### src/include/cu_params.svh
`ifndef CU_PARAMS_SVH
`define CU_PARAMS_SVH

// instruction word width
`define CU_INSTR_W   32

// op field, picks the instruction format
`define CU_OP_MSB    31
`define CU_OP_LSB    30

// op2 field, format 00 only
`define CU_OP2_MSB   24
`define CU_OP2_LSB   22

// op3 field, formats 10 and 11
`define CU_OP3_MSB   24
`define CU_OP3_LSB   19
`define CU_OP3_W     6

// encoded alu operation
`define CU_ALU_OP_W  4

`endif

### src/logic/cu_ctrl_pkg.sv
`default_nettype none

`include "cu_params.svh"

package cu_ctrl_pkg;

    // operation code seen by the execute stage alu
    typedef enum logic [`CU_ALU_OP_W-1:0] {
        alu_add    = 4'd0,
        alu_addx   = 4'd1,    // with carry
        alu_sub    = 4'd2,
        alu_subx   = 4'd3,    // with borrow
        alu_and    = 4'd4,
        alu_or     = 4'd5,
        alu_xor    = 4'd6,
        alu_xnor   = 4'd7,
        alu_andn   = 4'd8,
        alu_orn    = 4'd9,
        alu_sll    = 4'd10,
        alu_srl    = 4'd11,
        alu_sra    = 4'd12,
        alu_pass_b = 4'd14    // sethi, operand b straight through
    } alu_op_e;

    // data memory access width
    typedef enum logic [1:0] {
        size_byte = 2'd0,
        size_half = 2'd1,
        size_word = 2'd2
    } mem_size_e;

endpackage

`default_nettype wire

### src/logic/sparc_isa_pkg.sv
`default_nettype none

`include "cu_params.svh"

package sparc_isa_pkg;

    // instr[31:30]
    typedef enum logic [1:0] {
        fmt_branch_sethi = 2'b00,
        fmt_call         = 2'b01,
        fmt_arith        = 2'b10,
        fmt_mem          = 2'b11
    } op_fmt_e;

    // instr[24:22], only two codes matter here
    typedef enum logic [2:0] {
        op2_branch = 3'b010,
        op2_sethi  = 3'b100
    } op2_e;

    // load / store op3 under format 11
    typedef enum logic [`CU_OP3_W-1:0] {
        op3_ld   = 6'b000000,   // word
        op3_ldub = 6'b000001,
        op3_lduh = 6'b000010,
        op3_st   = 6'b000100,
        op3_stb  = 6'b000101,
        op3_sth  = 6'b000110,
        op3_ldsb = 6'b001001,   // signed byte
        op3_ldsh = 6'b001010    // signed half
    } op3_mem_e;

    // op3 under format 10; bit 4 marks the cc variants
    typedef enum logic [`CU_OP3_W-1:0] {
        op3_add     = 6'b000000,
        op3_and     = 6'b000001,
        op3_or      = 6'b000010,
        op3_xor     = 6'b000011,
        op3_sub     = 6'b000100,
        op3_andn    = 6'b000101,
        op3_orn     = 6'b000110,
        op3_xnor    = 6'b000111,
        op3_addx    = 6'b001000,
        op3_subx    = 6'b001100,
        op3_addcc   = 6'b010000,
        op3_andcc   = 6'b010001,
        op3_orcc    = 6'b010010,
        op3_xorcc   = 6'b010011,
        op3_subcc   = 6'b010100,
        op3_andncc  = 6'b010101,
        op3_orncc   = 6'b010110,
        op3_xnorcc  = 6'b010111,
        op3_addxcc  = 6'b011000,
        op3_sll     = 6'b100101,
        op3_srl     = 6'b100110,
        op3_sra     = 6'b100111,
        op3_jmpl    = 6'b111000,
        op3_save    = 6'b111100,
        op3_restore = 6'b111101
    } op3_arith_e;

endpackage

`default_nettype wire

### src/logic/alu_op_decoder.sv
`default_nettype none

module alu_op_decoder
    import sparc_isa_pkg::*;
    import cu_ctrl_pkg::*;
(
    input  op3_arith_e op3,
    output logic       alu_hit,   // op3 is an alu code
    output alu_op_e    alu_op,
    output logic       cc_en      // update icc
);

    always_comb begin
        alu_hit = 1'b1;            // cleared in default below
        alu_op  = alu_add;

        case (op3)
            // arithmetic
            op3_add, op3_addcc:
                alu_op = alu_add;
            op3_addx, op3_addxcc:
                alu_op = alu_addx;
            op3_sub, op3_subcc:
                alu_op = alu_sub;
            op3_subx:
                alu_op = alu_subx;
            // logic
            op3_and, op3_andcc:
                alu_op = alu_and;
            op3_andn, op3_andncc:
                alu_op = alu_andn;
            op3_or, op3_orcc:
                alu_op = alu_or;
            op3_orn, op3_orncc:
                alu_op = alu_orn;
            op3_xor, op3_xorcc:
                alu_op = alu_xor;
            op3_xnor, op3_xnorcc:
                alu_op = alu_xnor;
            // shifts, no cc form
            op3_sll:
                alu_op = alu_sll;
            op3_srl:
                alu_op = alu_srl;
            op3_sra:
                alu_op = alu_sra;
            // jmpl, save, restore and unknown codes
            default: begin
                alu_hit = 1'b0;
                alu_op  = alu_add;
            end
        endcase
    end

    // every cc variant sits at op3[4] = 1, plain forms and shifts at 0
    assign cc_en = alu_hit & op3[4];

endmodule

`default_nettype wire

### src/logic/control_stage.sv
`default_nettype none

module control_stage
    import cu_ctrl_pkg::*;
(
    input  logic      clk,
    input  logic      rst_n,
    input  logic      instr_valid,
    input  logic      squash,       // sampled together with instr_valid
    input  logic      dec_jmpl,
    input  logic      dec_call,
    input  logic      dec_branch,
    input  logic      dec_load,
    input  logic      dec_rf_en,
    input  logic      dec_mem_se,
    input  logic      dec_mem_rw,
    input  logic      dec_mem_en,
    input  mem_size_e dec_mem_size,
    input  alu_op_e   dec_alu_op,
    input  logic      dec_cc_en,
    output logic      ctrl_valid,
    output logic      jmpl,
    output logic      call,
    output logic      branch,
    output logic      load,
    output logic      rf_en,
    output logic      mem_se,
    output logic      mem_rw,
    output logic      mem_en,
    output mem_size_e mem_size,
    output alu_op_e   alu_op,
    output logic      cc_en
);

    logic take;    // accept this cycle's decode

    assign take = instr_valid & ~squash;

    always_ff @(posedge clk) begin
        if (!rst_n || !take) begin
            // bubble, every control line low
            ctrl_valid <= 1'b0;
            jmpl       <= 1'b0;
            call       <= 1'b0;
            branch     <= 1'b0;
            load       <= 1'b0;
            rf_en      <= 1'b0;
            mem_se     <= 1'b0;
            mem_rw     <= 1'b0;
            mem_en     <= 1'b0;
            mem_size   <= size_byte;
            alu_op     <= alu_add;
            cc_en      <= 1'b0;
        end else begin
            ctrl_valid <= 1'b1;
            jmpl       <= dec_jmpl;
            call       <= dec_call;
            branch     <= dec_branch;
            load       <= dec_load;
            rf_en      <= dec_rf_en;
            mem_se     <= dec_mem_se;
            mem_rw     <= dec_mem_rw;
            mem_en     <= dec_mem_en;
            mem_size   <= dec_mem_size;
            alu_op     <= dec_alu_op;
            cc_en      <= dec_cc_en;
        end
    end

endmodule

`default_nettype wire

### src/logic/control_unit_top.sv
`default_nettype none

`include "cu_params.svh"

module control_unit_top
    import cu_ctrl_pkg::*;
(
    input  logic                   clk,
    input  logic                   rst_n,
    input  logic                   instr_valid,   // one cycle per instruction
    input  logic [`CU_INSTR_W-1:0] instr,
    input  logic                   squash,
    output logic                   ctrl_valid,
    output logic                   jmpl,
    output logic                   call,
    output logic                   branch,
    output logic                   load,
    output logic                   rf_en,
    output logic                   mem_se,
    output logic                   mem_rw,
    output logic                   mem_en,
    output mem_size_e              mem_size,
    output alu_op_e                alu_op,
    output logic                   cc_en
);

    // combinational decode, into the stage register
    logic      dec_jmpl;
    logic      dec_call;
    logic      dec_branch;
    logic      dec_load;
    logic      dec_rf_en;
    logic      dec_mem_se;
    logic      dec_mem_rw;
    logic      dec_mem_en;
    mem_size_e dec_mem_size;
    alu_op_e   dec_alu_op;
    logic      dec_cc_en;

    instr_decoder dec_i (
        .instr        (instr),
        .dec_jmpl     (dec_jmpl),
        .dec_call     (dec_call),
        .dec_branch   (dec_branch),
        .dec_load     (dec_load),
        .dec_rf_en    (dec_rf_en),
        .dec_mem_se   (dec_mem_se),
        .dec_mem_rw   (dec_mem_rw),
        .dec_mem_en   (dec_mem_en),
        .dec_mem_size (dec_mem_size),
        .dec_alu_op   (dec_alu_op),
        .dec_cc_en    (dec_cc_en)
    );

    control_stage stage_i (
        .clk          (clk),
        .rst_n        (rst_n),
        .instr_valid  (instr_valid),
        .squash       (squash),
        .dec_jmpl     (dec_jmpl),
        .dec_call     (dec_call),
        .dec_branch   (dec_branch),
        .dec_load     (dec_load),
        .dec_rf_en    (dec_rf_en),
        .dec_mem_se   (dec_mem_se),
        .dec_mem_rw   (dec_mem_rw),
        .dec_mem_en   (dec_mem_en),
        .dec_mem_size (dec_mem_size),
        .dec_alu_op   (dec_alu_op),
        .dec_cc_en    (dec_cc_en),
        .ctrl_valid   (ctrl_valid),
        .jmpl         (jmpl),
        .call         (call),
        .branch       (branch),
        .load         (load),
        .rf_en        (rf_en),
        .mem_se       (mem_se),
        .mem_rw       (mem_rw),
        .mem_en       (mem_en),
        .mem_size     (mem_size),
        .alu_op       (alu_op),
        .cc_en        (cc_en)
    );

endmodule

`default_nettype wire

### src/logic/instr_decoder.sv
`default_nettype none

`include "cu_params.svh"

module instr_decoder
    import sparc_isa_pkg::*;
    import cu_ctrl_pkg::*;
(
    input  logic [`CU_INSTR_W-1:0] instr,
    output logic                   dec_jmpl,
    output logic                   dec_call,
    output logic                   dec_branch,
    output logic                   dec_load,
    output logic                   dec_rf_en,
    output logic                   dec_mem_se,
    output logic                   dec_mem_rw,
    output logic                   dec_mem_en,
    output mem_size_e              dec_mem_size,
    output alu_op_e                dec_alu_op,
    output logic                   dec_cc_en
);

    op_fmt_e               fmt;
    op2_e                  op2;
    logic [`CU_OP3_W-1:0]  op3;      // shared by both sub-decoders
    op3_arith_e            op3_arith;

    // memory sub-decoder results
    logic      mem_hit;
    logic      mem_is_load;
    logic      mem_sign_ext;
    logic      mem_rw;
    mem_size_e mem_size;

    // alu sub-decoder results
    logic      alu_hit;
    alu_op_e   alu_op;
    logic      alu_cc_en;

    assign fmt       = op_fmt_e'(instr[`CU_OP_MSB:`CU_OP_LSB]);
    assign op2       = op2_e'(instr[`CU_OP2_MSB:`CU_OP2_LSB]);
    assign op3       = instr[`CU_OP3_MSB:`CU_OP3_LSB];
    assign op3_arith = op3_arith_e'(op3);

    mem_op_decoder mem_dec_i (
        .op3      (op3_mem_e'(op3)),
        .mem_hit  (mem_hit),
        .is_load  (mem_is_load),
        .sign_ext (mem_sign_ext),
        .mem_rw   (mem_rw),
        .mem_size (mem_size)
    );

    alu_op_decoder alu_dec_i (
        .op3     (op3_arith),
        .alu_hit (alu_hit),
        .alu_op  (alu_op),
        .cc_en   (alu_cc_en)
    );

    always_comb begin
        // all zero unless a rule below fires
        dec_jmpl     = 1'b0;
        dec_call     = 1'b0;
        dec_branch   = 1'b0;
        dec_load     = 1'b0;
        dec_rf_en    = 1'b0;
        dec_mem_se   = 1'b0;
        dec_mem_rw   = 1'b0;
        dec_mem_en   = 1'b0;
        dec_mem_size = size_byte;
        dec_alu_op   = alu_add;
        dec_cc_en    = 1'b0;

        case (fmt)
            fmt_branch_sethi: begin
                if (op2 == op2_sethi)
                    dec_alu_op = alu_pass_b;   // imm22 handled by operand b path
                else if (op2 == op2_branch)
                    dec_branch = 1'b1;
            end
            fmt_call: begin
                dec_call  = 1'b1;
                dec_rf_en = 1'b1;               // return address into r15
            end
            fmt_mem: begin
                if (mem_hit) begin
                    dec_load     = mem_is_load;
                    dec_rf_en    = mem_is_load; // stores leave the register file alone
                    dec_mem_en   = 1'b1;
                    dec_mem_rw   = mem_rw;
                    dec_mem_se   = mem_sign_ext;
                    dec_mem_size = mem_size;
                end
            end
            fmt_arith: begin
                case (op3_arith)
                    op3_jmpl:
                        dec_jmpl = 1'b1;
                    // window spill/fill goes through memory
                    op3_save, op3_restore: begin
                        dec_rf_en    = 1'b1;
                        dec_mem_en   = 1'b1;
                        dec_mem_size = size_word;
                    end
                    default: begin
                        if (alu_hit) begin
                            dec_alu_op = alu_op;
                            dec_rf_en  = 1'b1;
                            dec_cc_en  = alu_cc_en;
                        end
                    end
                endcase
            end
            default: ;
        endcase
    end

endmodule

`default_nettype wire

### src/logic/mem_op_decoder.sv
`default_nettype none

module mem_op_decoder
    import sparc_isa_pkg::*;
    import cu_ctrl_pkg::*;
(
    input  op3_mem_e  op3,
    output logic      mem_hit,    // op3 is one of the load/store codes
    output logic      is_load,    // 0 means store
    output logic      sign_ext,
    output logic      mem_rw,     // 1 write
    output mem_size_e mem_size
);

    always_comb begin
        // unknown op3 -> nothing set
        mem_hit  = 1'b0;
        is_load  = 1'b0;
        sign_ext = 1'b0;
        mem_rw   = 1'b0;
        mem_size = size_byte;

        case (op3)
            op3_ld: begin
                mem_hit  = 1'b1;
                is_load  = 1'b1;
                mem_size = size_word;
            end
            op3_ldub: begin
                mem_hit  = 1'b1;
                is_load  = 1'b1;
                mem_size = size_byte;
            end
            op3_lduh: begin
                mem_hit  = 1'b1;
                is_load  = 1'b1;
                mem_size = size_half;
            end
            op3_ldsb: begin
                mem_hit  = 1'b1;
                is_load  = 1'b1;
                sign_ext = 1'b1;     // signed byte
                mem_size = size_byte;
            end
            op3_ldsh: begin
                mem_hit  = 1'b1;
                is_load  = 1'b1;
                sign_ext = 1'b1;     // signed half
                mem_size = size_half;
            end
            // stores never sign extend
            op3_stb: begin
                mem_hit  = 1'b1;
                mem_rw   = 1'b1;
                mem_size = size_byte;
            end
            op3_sth: begin
                mem_hit  = 1'b1;
                mem_rw   = 1'b1;
                mem_size = size_half;
            end
            op3_st: begin
                mem_hit  = 1'b1;
                mem_rw   = 1'b1;
                mem_size = size_word;
            end
            default: ;
        endcase
    end

endmodule

`default_nettype wire

### config.mk
export PLATFORM = sky130hd
export DESIGN_NAME = control_unit_top
export DESIGN_NICKNAME = d
export VERILOG_FILES = /design/src/logic/cu_ctrl_pkg.sv /design/src/logic/sparc_isa_pkg.sv /design/src/logic/alu_op_decoder.sv /design/src/logic/control_stage.sv /design/src/logic/control_unit_top.sv /design/src/logic/instr_decoder.sv /design/src/logic/mem_op_decoder.sv
export VERILOG_INCLUDE_DIRS = /design/src /design/src/include
export SDC_FILE = /design/constraint.sdc
export NUM_CORES = 1
export LEC_CHECK = 0
export ABC_AREA = 1
export ABC_CLOCK_PERIOD_IN_PS = 2900
export BUFFER_PORTS_ARGS = -buffer_cell sky130_fd_sc_hd__buf_4
export CAP_MARGIN = 10
export CORE_MARGIN = 2
export CORE_UTILIZATION = 45
export DETAILED_ROUTE_END_ITERATION = 8
export PLACE_DENSITY = 0.93
export SLEW_MARGIN = 10
export SYNTH_ARGS = -nofsm -noshare
export SYNTH_HDL_FRONTEND = slang
export SYNTH_SLANG_ARGS = --single-unit
### constraint.sdc
create_clock -name clk -period 2.9 [get_ports clk]
set_input_delay 0.58 -clock clk [delete_from_list [all_inputs] [get_ports clk]]
set_output_delay 0.58 -clock clk [all_outputs]
set_load 0.05 [all_outputs]
After elaboration in Yosys (flattened, before gate mapping)
Index checks and enable logic that the tools add are counted.
- register bits after elaboration: 16
- bits in latches: 0
- memory bits (writable): 0
- bits in read-only memories: 0
- input bits: 36
- output and inout port bits: 16
- word-level logic and storage cells: 103
- memories: 0
- add/subtract/negate cells: 0
- multipliers: 0
- div/mod/pow operators: 0
- $lt $le $gt $ge: 0
- equal/unequal tests: 31
- shift operators: 0
- multiplexer cells: 25
- bitwise operators: 8
- reductions and logical operators: 27
- operators by type and width (cell ; count):
    $eq A6 B5 Y1 const B ; 9
    $pmux W4 S12 ; 1
    $eq A6 B6 Y1 const B ; 6
    $reduce_or A2 Y1 ; 13
    $eq A6 B3 Y1 const B ; 4
    $eq A6 B4 Y1 const B ; 4
    $reduce_or A22 Y1 ; 1
    $reduce_or A3 Y1 ; 5
    $mux W1 ; 13
    $eq A6 B2 Y1 const B ; 2
    $mux W4 ; 3
    $pmux W2 S2 ; 2
    $pmux W4 S2 ; 1
    $reduce_or A8 Y1 ; 1
    $eq A6 B1 Y1 const B ; 1
    $logic_not A6 Y1 ; 1
    $not A1 Y1 ; 6
    $reduce_or A6 Y1 ; 1
    $reduce_or A5 Y1 ; 1
    $eq A2 B2 Y1 const B ; 2
    $mux W2 ; 2
    $pmux W1 S2 ; 2
    $eq A3 B2 Y1 const B ; 1
    $eq A3 B3 Y1 const B ; 1
    other kinds (6) ; 8

Logic depth before layout (Yosys ltp)
Gate-level depths: netlist of the first run.
- depth in word-level cells: 6
- mapped depth: 10
- depth with buffers taken out: 10

By module
A second synthesis of the first run with hierarchy kept.
- cells, all modules: 189
- area, all modules: 1153.6 µm²
- modules (own cells, without submodules) (module ; instances ; cells each ; area an instance (µm²) ; sequential area each (µm²)):
    control_stage ; 1 ; 50 ; 496.7 ; 320.3
    alu_op_decoder ; 1 ; 58 ; 267.8 ; 0.0
    instr_decoder ; 1 ; 50 ; 247.7 ; 0.0
    mem_op_decoder ; 1 ; 31 ; 141.4 ; 0.0

Least setup slack after synthesis of the first run
Ideal clock, no wire load.
- kind: in2reg
- from: input port rst_n
- to: register stage_i.mem_en
- setup time: 0.130 ns
- arrival time: 1.319 ns
- data required time: 2.770 ns
- slack: 1.450 ns
- cell stages on the path: 7
- path buffers: 1
- path through: nand2_1 nor2_1 inv_1 clkbuf_1 nor2_2 nor2_2 o21ai_1
- word-level cells in the longest chain between the ends: 2
- RTL lines (item ; RTL line ; RTL):
    start: declaration ; control_unit_top.sv:9 ; input logic rst_n,
    $logic_not A1 Y1 ; control_stage.sv:40 ; if (!rst_n || !take) begin
    $logic_or A1 B1 Y1 ; control_stage.sv:40 ;
    end signal: assignment ; control_stage.sv:63 ; mem_en <= dec_mem_en;
    end: declaration ; control_stage.sv:29 ; output logic mem_en,
No other way between the ends.
A chain may end at the register's enable or synchronous reset.

Final worst setup path of the first run
- from: input port instr[24]
- to: register stage_i.cc_en
- word-level cells in the longest chain between the ends: 5
- elaborated cells between the ends (all ways): 30
- those cells by class: eq/ne: 24; mux: 1; bitwise: 2; reduce/logical: 3
- RTL lines (item ; RTL line ; RTL):
    start: declaration ; control_unit_top.sv:11 ; input logic [`CU_INSTR_W-1:0] instr,
    $eq A6 B6 Y1, or another cell as far along ; alu_op_decoder.sv:17 ; case (op3)
    $reduce_or A22 Y1 (no line) ; - ;
    $mux W1 ; alu_op_decoder.sv:17 ;
    $not A1 Y1 (no line) ; - ;
    $reduce_or A6 Y1 (no line) ; - ;
    end signal: assignment ; control_stage.sv:66 ; cc_en <= dec_cc_en;
    end: declaration ; control_stage.sv:32 ; output logic cc_en
Parallel ways exist; a longest one is shown, timed or not.

==> flow_summary_export.csv, run 1 <==
group,metric,value,unit
critical_path,worstSetupStartpointType,"primary input",
floorplan,core_area,0.00190,mm2
routing,post-route-drc-count,0,
cts,clock-sinks,16,
routing,drt-met1-wl,939,um
hold_path,min_from,"squash",
routing,topRoutingLayerUsed,"met4",
logic_synthesis,ys_ff_latch,16,
cts,tritoncts,"yes",
power,leakage,0.546,nW
global_routing,grt-ovfl-total,0,
critical_path,cp-end-kind,"flop",
global_routing,grt_pass1_vias,808,
routing,vias_per_cell,5.18,
sta,rsz0062_at_grt,"no",
cts,clock-root-buffer,"clkbuf_4",
sta,drv_slew,0,
routing,routed_wl,2.14,mm
sta,final-hold-violation-count,0,
global_routing,antenna_found_initial,0,
floorplan,die-height,48.4,um
sta,finalCritPeriodShare,52.7,%
finish,design_area,0.00115,mm2
floorplan,rows,16,
cts,cts_resized,0,
logic_synthesis,synth_warnings,0,
power,p_per_area,390,mW/mm2
finish,n_antenna_cell,0,
sta,slew_headroom,76.0,%
placed_design,gp_congestion,0.930,
finish,drive_gt1_share,31.6,%
outcome,outcome,"finished, final reports clean",
sta,setup_violations,0,
routing,drtIter0Drc,28,
logic_synthesis,syn_avg_cell_area,6.88,um2
cts,h-tree-depth,1,
cts,path_clk_slew,90,ps
floorplan,io_pins,52,
logic_synthesis,ys_types,25,
logic_synthesis,synth_nets,165,
floorplan,start_util,46.6,%
hold_path,holdPathStages,2,
global_routing,grtUsageTotal,17.4,%
placed_design,hpwl,1.71,mm
global_routing,grt_max_degree,12,
cts,hold_buffers,0,
hold_path,hp-class,"in -> reg",
cts,cts_setup_buffers,0,
logic_synthesis,synthCells,129,
job,maxCapViolations,0,
routing,postRouteAntennaNets,0,
placed_design,io_buffer_count,27,
logic_synthesis,synth-seq-area-share,36.1,%
sta,post-route-min-period,1530,ps
routing,wl_met2,1.02,mm
critical_path,cp_data_required_time,3080,ps
floorplan,fp.dieW,48.4,um
routing,via_count,959,
critical_path,cp_max_fo,11,
cts,clk_path_buf_depth,2,
power,peakVddDrop,157,uV
sta,timing.fmax,654,MHz
critical_path,critPathArrivalTime,1710,ps
cts,cts_buffers,3,
finish,nets,195,
global_routing,grt_pass1_wl,3.31,mm
sta,tightestPinTransition,360,ps
finish,final_common_cell,"nand2_1",
routing,routedWlPerCell,11.6,um
critical_path,setup.worst_path.class,"in -> reg",
finish,final_cell_mix,"nand2_1 (29), buf_4 (27), nor2_1 (18)",
critical_path,startpoint,"instr[24]",
placed_design,placed_cell_area,0.00111,mm2
floorplan,die-area,0.00234,mm2
finish,syn2layout_area_growth,29.5,%
routing,wl_met3,155,um
logic_synthesis,syn_area,887,um2
routing,firstDrtPassIters,4,
sta,finalSetupTns,0,ps
[layer usage]
metal  global-route usage [%]  vias to the layer above
met1                     21.5                      426
met4                     6.67                        0
li1                         -                      479
met3                     1.85                        2
met5                        0                        -
met2                     31.0                       52
[cell families after synthesis]
logic type / after synthesis / synth area share, %
AOI/OAI and AO/OA: 11 / 7.19
buffers and inverters: 18 / 8.04
and+or+nand+nor: 84 / 48.7
DFF: 16 / 36.1
[final timing paths]
path | endpoint | slack (ps)
setup / recovery | stage_i.cc_en$_SDFF_PP0_ | 1370
hold / removal | stage_i.ctrl_valid$_DFF_P_ | 480
[final cells by class]
| type | count | area [um2] |
|---|---|---|
| inverter | 16 | 60.1 |
| tap | 27 | 33.8 |
| multi-input combinational | 95 | 495 |
| clock buffer | 4 | 36.3 |
| sequential | 16 | 320 |
| timing repair buffer | 27 | 203 |
| fill | 180 | 753 |
[critical path: stages]
cell and delay [ps]:
buf_4 130, inv_1 260, nor2_1 140, nand3_1 120, nand2_1 70, nor2_1 100, nand2_1 60, inv_1 50
nand2_1 50, nor3b_2 150
[power by group]
group / internal (W) / switching, W
sequential: 0.000221 / 0.000000404
clock: 0.0000763 / 0.0000679
combinational: 0.0000266 / 0.0000550
total: 0.000324 / 0.000123
[cell usage after synthesis, drive strengths merged]
| cell type | instances | share of area [%] |
|---|---|---|
| dfxtp | 16 | 36 |
| o2111ai | 1 | 0.99 |
| o21ai | 3 | 1.7 |
| nor2 | 24 | 14 |
| nand3 | 17 | 11 |
| a21oi | 6 | 3.8 |
| nand4 | 4 | 2.8 |
| a31oi | 1 | 0.71 |
| nand2 | 30 | 13 |
| clkbuf | 1 | 0.42 |
| nor3b | 1 | 1.4 |
| inv | 15 | 6.3 |
| nor3 | 6 | 4.5 |
| nor4 | 2 | 2.1 |
| clkinv | 1 | 0.42 |
| buf | 1 | 0.85 |
[flip-flops by register name, indices dropped and copies added, names as in the netlist]
| register | flops |
|---|---|
| stage_i.ctrl_valid | 1 |
| stage_i.call | 1 |
| stage_i.mem_rw | 1 |
| stage_i.rf_en | 1 |
| stage_i.branch | 1 |
| stage_i.mem_en | 1 |
| stage_i.cc_en | 1 |
| stage_i.mem_size | 2 |
| stage_i.jmpl | 1 |
| stage_i.mem_se | 1 |
| stage_i.alu_op | 4 |
| stage_i.load | 1 |
[per-stage QoR]
step / total power, W / std cells / utilization, % / worst slack, ps / hold WS, ps
after global placement: 0.000305 / 181 / 58.5 / 1110 / 772
final: 0.000447 / 185 / 60.4 / 1370 / 476
after global routing: 0.000456 / 185 / 60.4 / 1270 / 492
after detailed placement: 0.000307 / 181 / 58.5 / 1090 / 775
after floorplan: 0.000276 / 129 / - / 1450 / 658
after CTS: 0.000443 / 185 / 60.4 / 1380 / 481
(Power assumes the default switching activity.)
==> run 2, diff against run 1 <==
Settings changed: ABC_CLOCK_PERIOD_IN_PS 2900 to 1550, CORE_UTILIZATION 45 to 42, PLACE_DENSITY 0.93 to 0.89.
Clock period 2.9 ns to 1.55 ns, I/O delays scaled along.
==> flow_summary_export.csv, run 2 (synthesized netlist as in run 1, its figures left out) <==
group,metric,value,unit
floorplan,die-height,50.0,um
routing,routedWlPerCell,11.9,um
cts,tritoncts,"yes",
placed_design,io_buffer_count,27,
power,netSwitchingFraction,27.4,%
cts,cts_setup_buffers,0,
routing,via_count,1008,
job,maxCapViolations,0,
cts,cts_resized,0,
floorplan,die-area,0.00250,mm2
critical_path,worstSetupStartpointType,"primary input",
critical_path,cp_max_fo,8,
critical_path,cp_data_required_time,1720,ps
finish,nets,197,
finish,syn2layout_area_growth,31.2,%
placed_design,gp_congestion,0.954,
power,clockPowerShare,31.8,%
critical_path,setup.worst_path.class,"in -> reg",
sta,final-hold-violation-count,0,
sta,timing.fmax,880,MHz
power,internal_power,0.000610,W
sta,setup_violations,0,
global_routing,grt_pass1_vias,831,
finish,final_cell_mix,"nand2_1 (29), buf_4 (29), nor2_1 (18)",
power,peakVddDrop,380,uV
floorplan,core_area,0.00198,mm2
global_routing,antenna_found_initial,0,
outcome,outcome,"finished, final reports clean",
finish,num-fill-cells,182,
sta,slew_headroom,75.1,%
cts,h-tree-depth,1,
floorplan,start_util,44.8,%
floorplan,fp.dieW,50.0,um
power,p_per_area,721,mW/mm2
sta,finalSetupTns,0,ps
finish,drive_gt1_share,32.5,%
routing,firstDrtPassIters,4,
power,pwr-share-comb,18.7,%
global_routing,grt_max_degree,10,
routing,routed_wl,2.23,mm
cts,clock-root-buffer,"clkbuf_4",
critical_path,critical-path-max-stage-delay,210,ps
critical_path,critical_path.slowest_cell,"nor2_4",
finish,largest_reg_flops,4,
routing,vias_per_cell,5.39,
hold_path,holdPathStages,2,
sta,worst_hold_slack,207,ps
global_routing,grt-ovfl-total,0,
power,leakage,0.555,nW
hold_path,min_from,"squash",
cts,clk_path_buf_depth,2,
critical_path,cp_cell_sequence,"buf_4, nor2_4, inv_2, nand3_1, nand2_1, nand2_1, nor2_2, nor2_2, o21ai_1",
placed_design,hpwl,1.76,mm
floorplan,rows,16,
sta,finalCritPeriodShare,73.3,%
floorplan,io_pins,52,
routing,postRouteAntennaNets,0,
finish,multi_input_area,495,um2
routing,drtIter0Drc,40,
cts,hold_buffers,0,
cts,cts_buffers,3,
sta,tightestPinTransition,370,ps
sta,drv_slew,0,
finish,seq_area,320,um2
finish,top_register,"stage_i.alu_op",
sta,rsz0062_at_grt,"no",
power,seqPwrFrac,49.4,%
global_routing,grt_pass1_wl,3.62,mm
global_routing,grtUsageTotal,18.8,%
cts,clock-sinks,16,
critical_path,cp-end-kind,"flop",
finish,top_regs,"stage_i.alu_op x4, stage_i.mem_size x2",
routing,post-route-drc-count,0,
hold_path,hp-class,"in -> reg",
critical_path,critPathArrivalTime,1310,ps
sta,post-route-min-period,1140,ps
hold_path,min_to,"stage_i.ctrl_valid$_DFF_P_",
cts,path_clk_slew,90,ps
finish,n_antenna_cell,0,
power,switchingPower,0.000230,W
## run 2: changes by cell type in the layout (fill, tap and decap cells not counted), sizes merged
cell / previous run / this run
buf: 27 / 29
## run 2: critical path, delay by kind of cell
kind | cells | cell delay, ps
buffers and inverters | 2 | 190
and+or+nand+nor | 6 | 720
AOI/OAI and AO/OA | 1 | 90
## run 2: power by group through the flow
stage / Clock [W] / Sequential, W / Combinational [W]
floorplan: 0 / 0.000436 / 0.0000798
global placement: 0 / 0.000424 / 0.000151
detailed placement: 0 / 0.000425 / 0.000153
CTS: 0.000265 / 0.000415 / 0.000154
global route: 0.000300 / 0.000415 / 0.000169
finish: 0.000267 / 0.000415 / 0.000157
## run 2: worst max path at each step
stage | from | to
2_1_floorplan | rst_n | stage_i.mem_en$_SDFF_PN0_
3_3_place_gp | instr[19] | stage_i.mem_en$_SDFF_PN0_
3_5_place_dp | instr[19] | stage_i.mem_en$_SDFF_PN0_
4_1_cts | instr[19] | stage_i.mem_en$_SDFF_PN0_
5_1_grt | instr[23] | stage_i.mem_se$_SDFF_PP0_
6_report | instr[19] | stage_i.mem_en$_SDFF_PN0_
## run 2: area by class of cell
class | count | area share, %
inverters | 16 | 5.16
flip-flops and latches | 16 | 27.5
clock buffers | 4 | 3.12
repair buffers | 29 | 18.7
well taps | 27 | 2.90
multi-input cells | 95 | 42.6
## run 2: routing by layer
metal	part of all wire [%]	global-route usage (%)
met1	42	25.3
met2	47	30.0
met3	8.5	1.21
met4	2.2	9.72
met5	0	0
## run 2: metrics by stage
stage | utilization (%) | power, W | std cells | instance area (um2) | setup WS [ps]
finish | 58.7 | 0.000839 | 187 | 1160 | 413
global route | 58.7 | 0.000885 | 187 | 1160 | 283
CTS | 58.7 | 0.000834 | 187 | 1160 | 414
detailed placement | 56.9 | 0.000578 | 183 | 1130 | 114
global placement | 56.9 | 0.000575 | 183 | 1130 | 163
floorplan | - | 0.000516 | 129 | 887 | 370
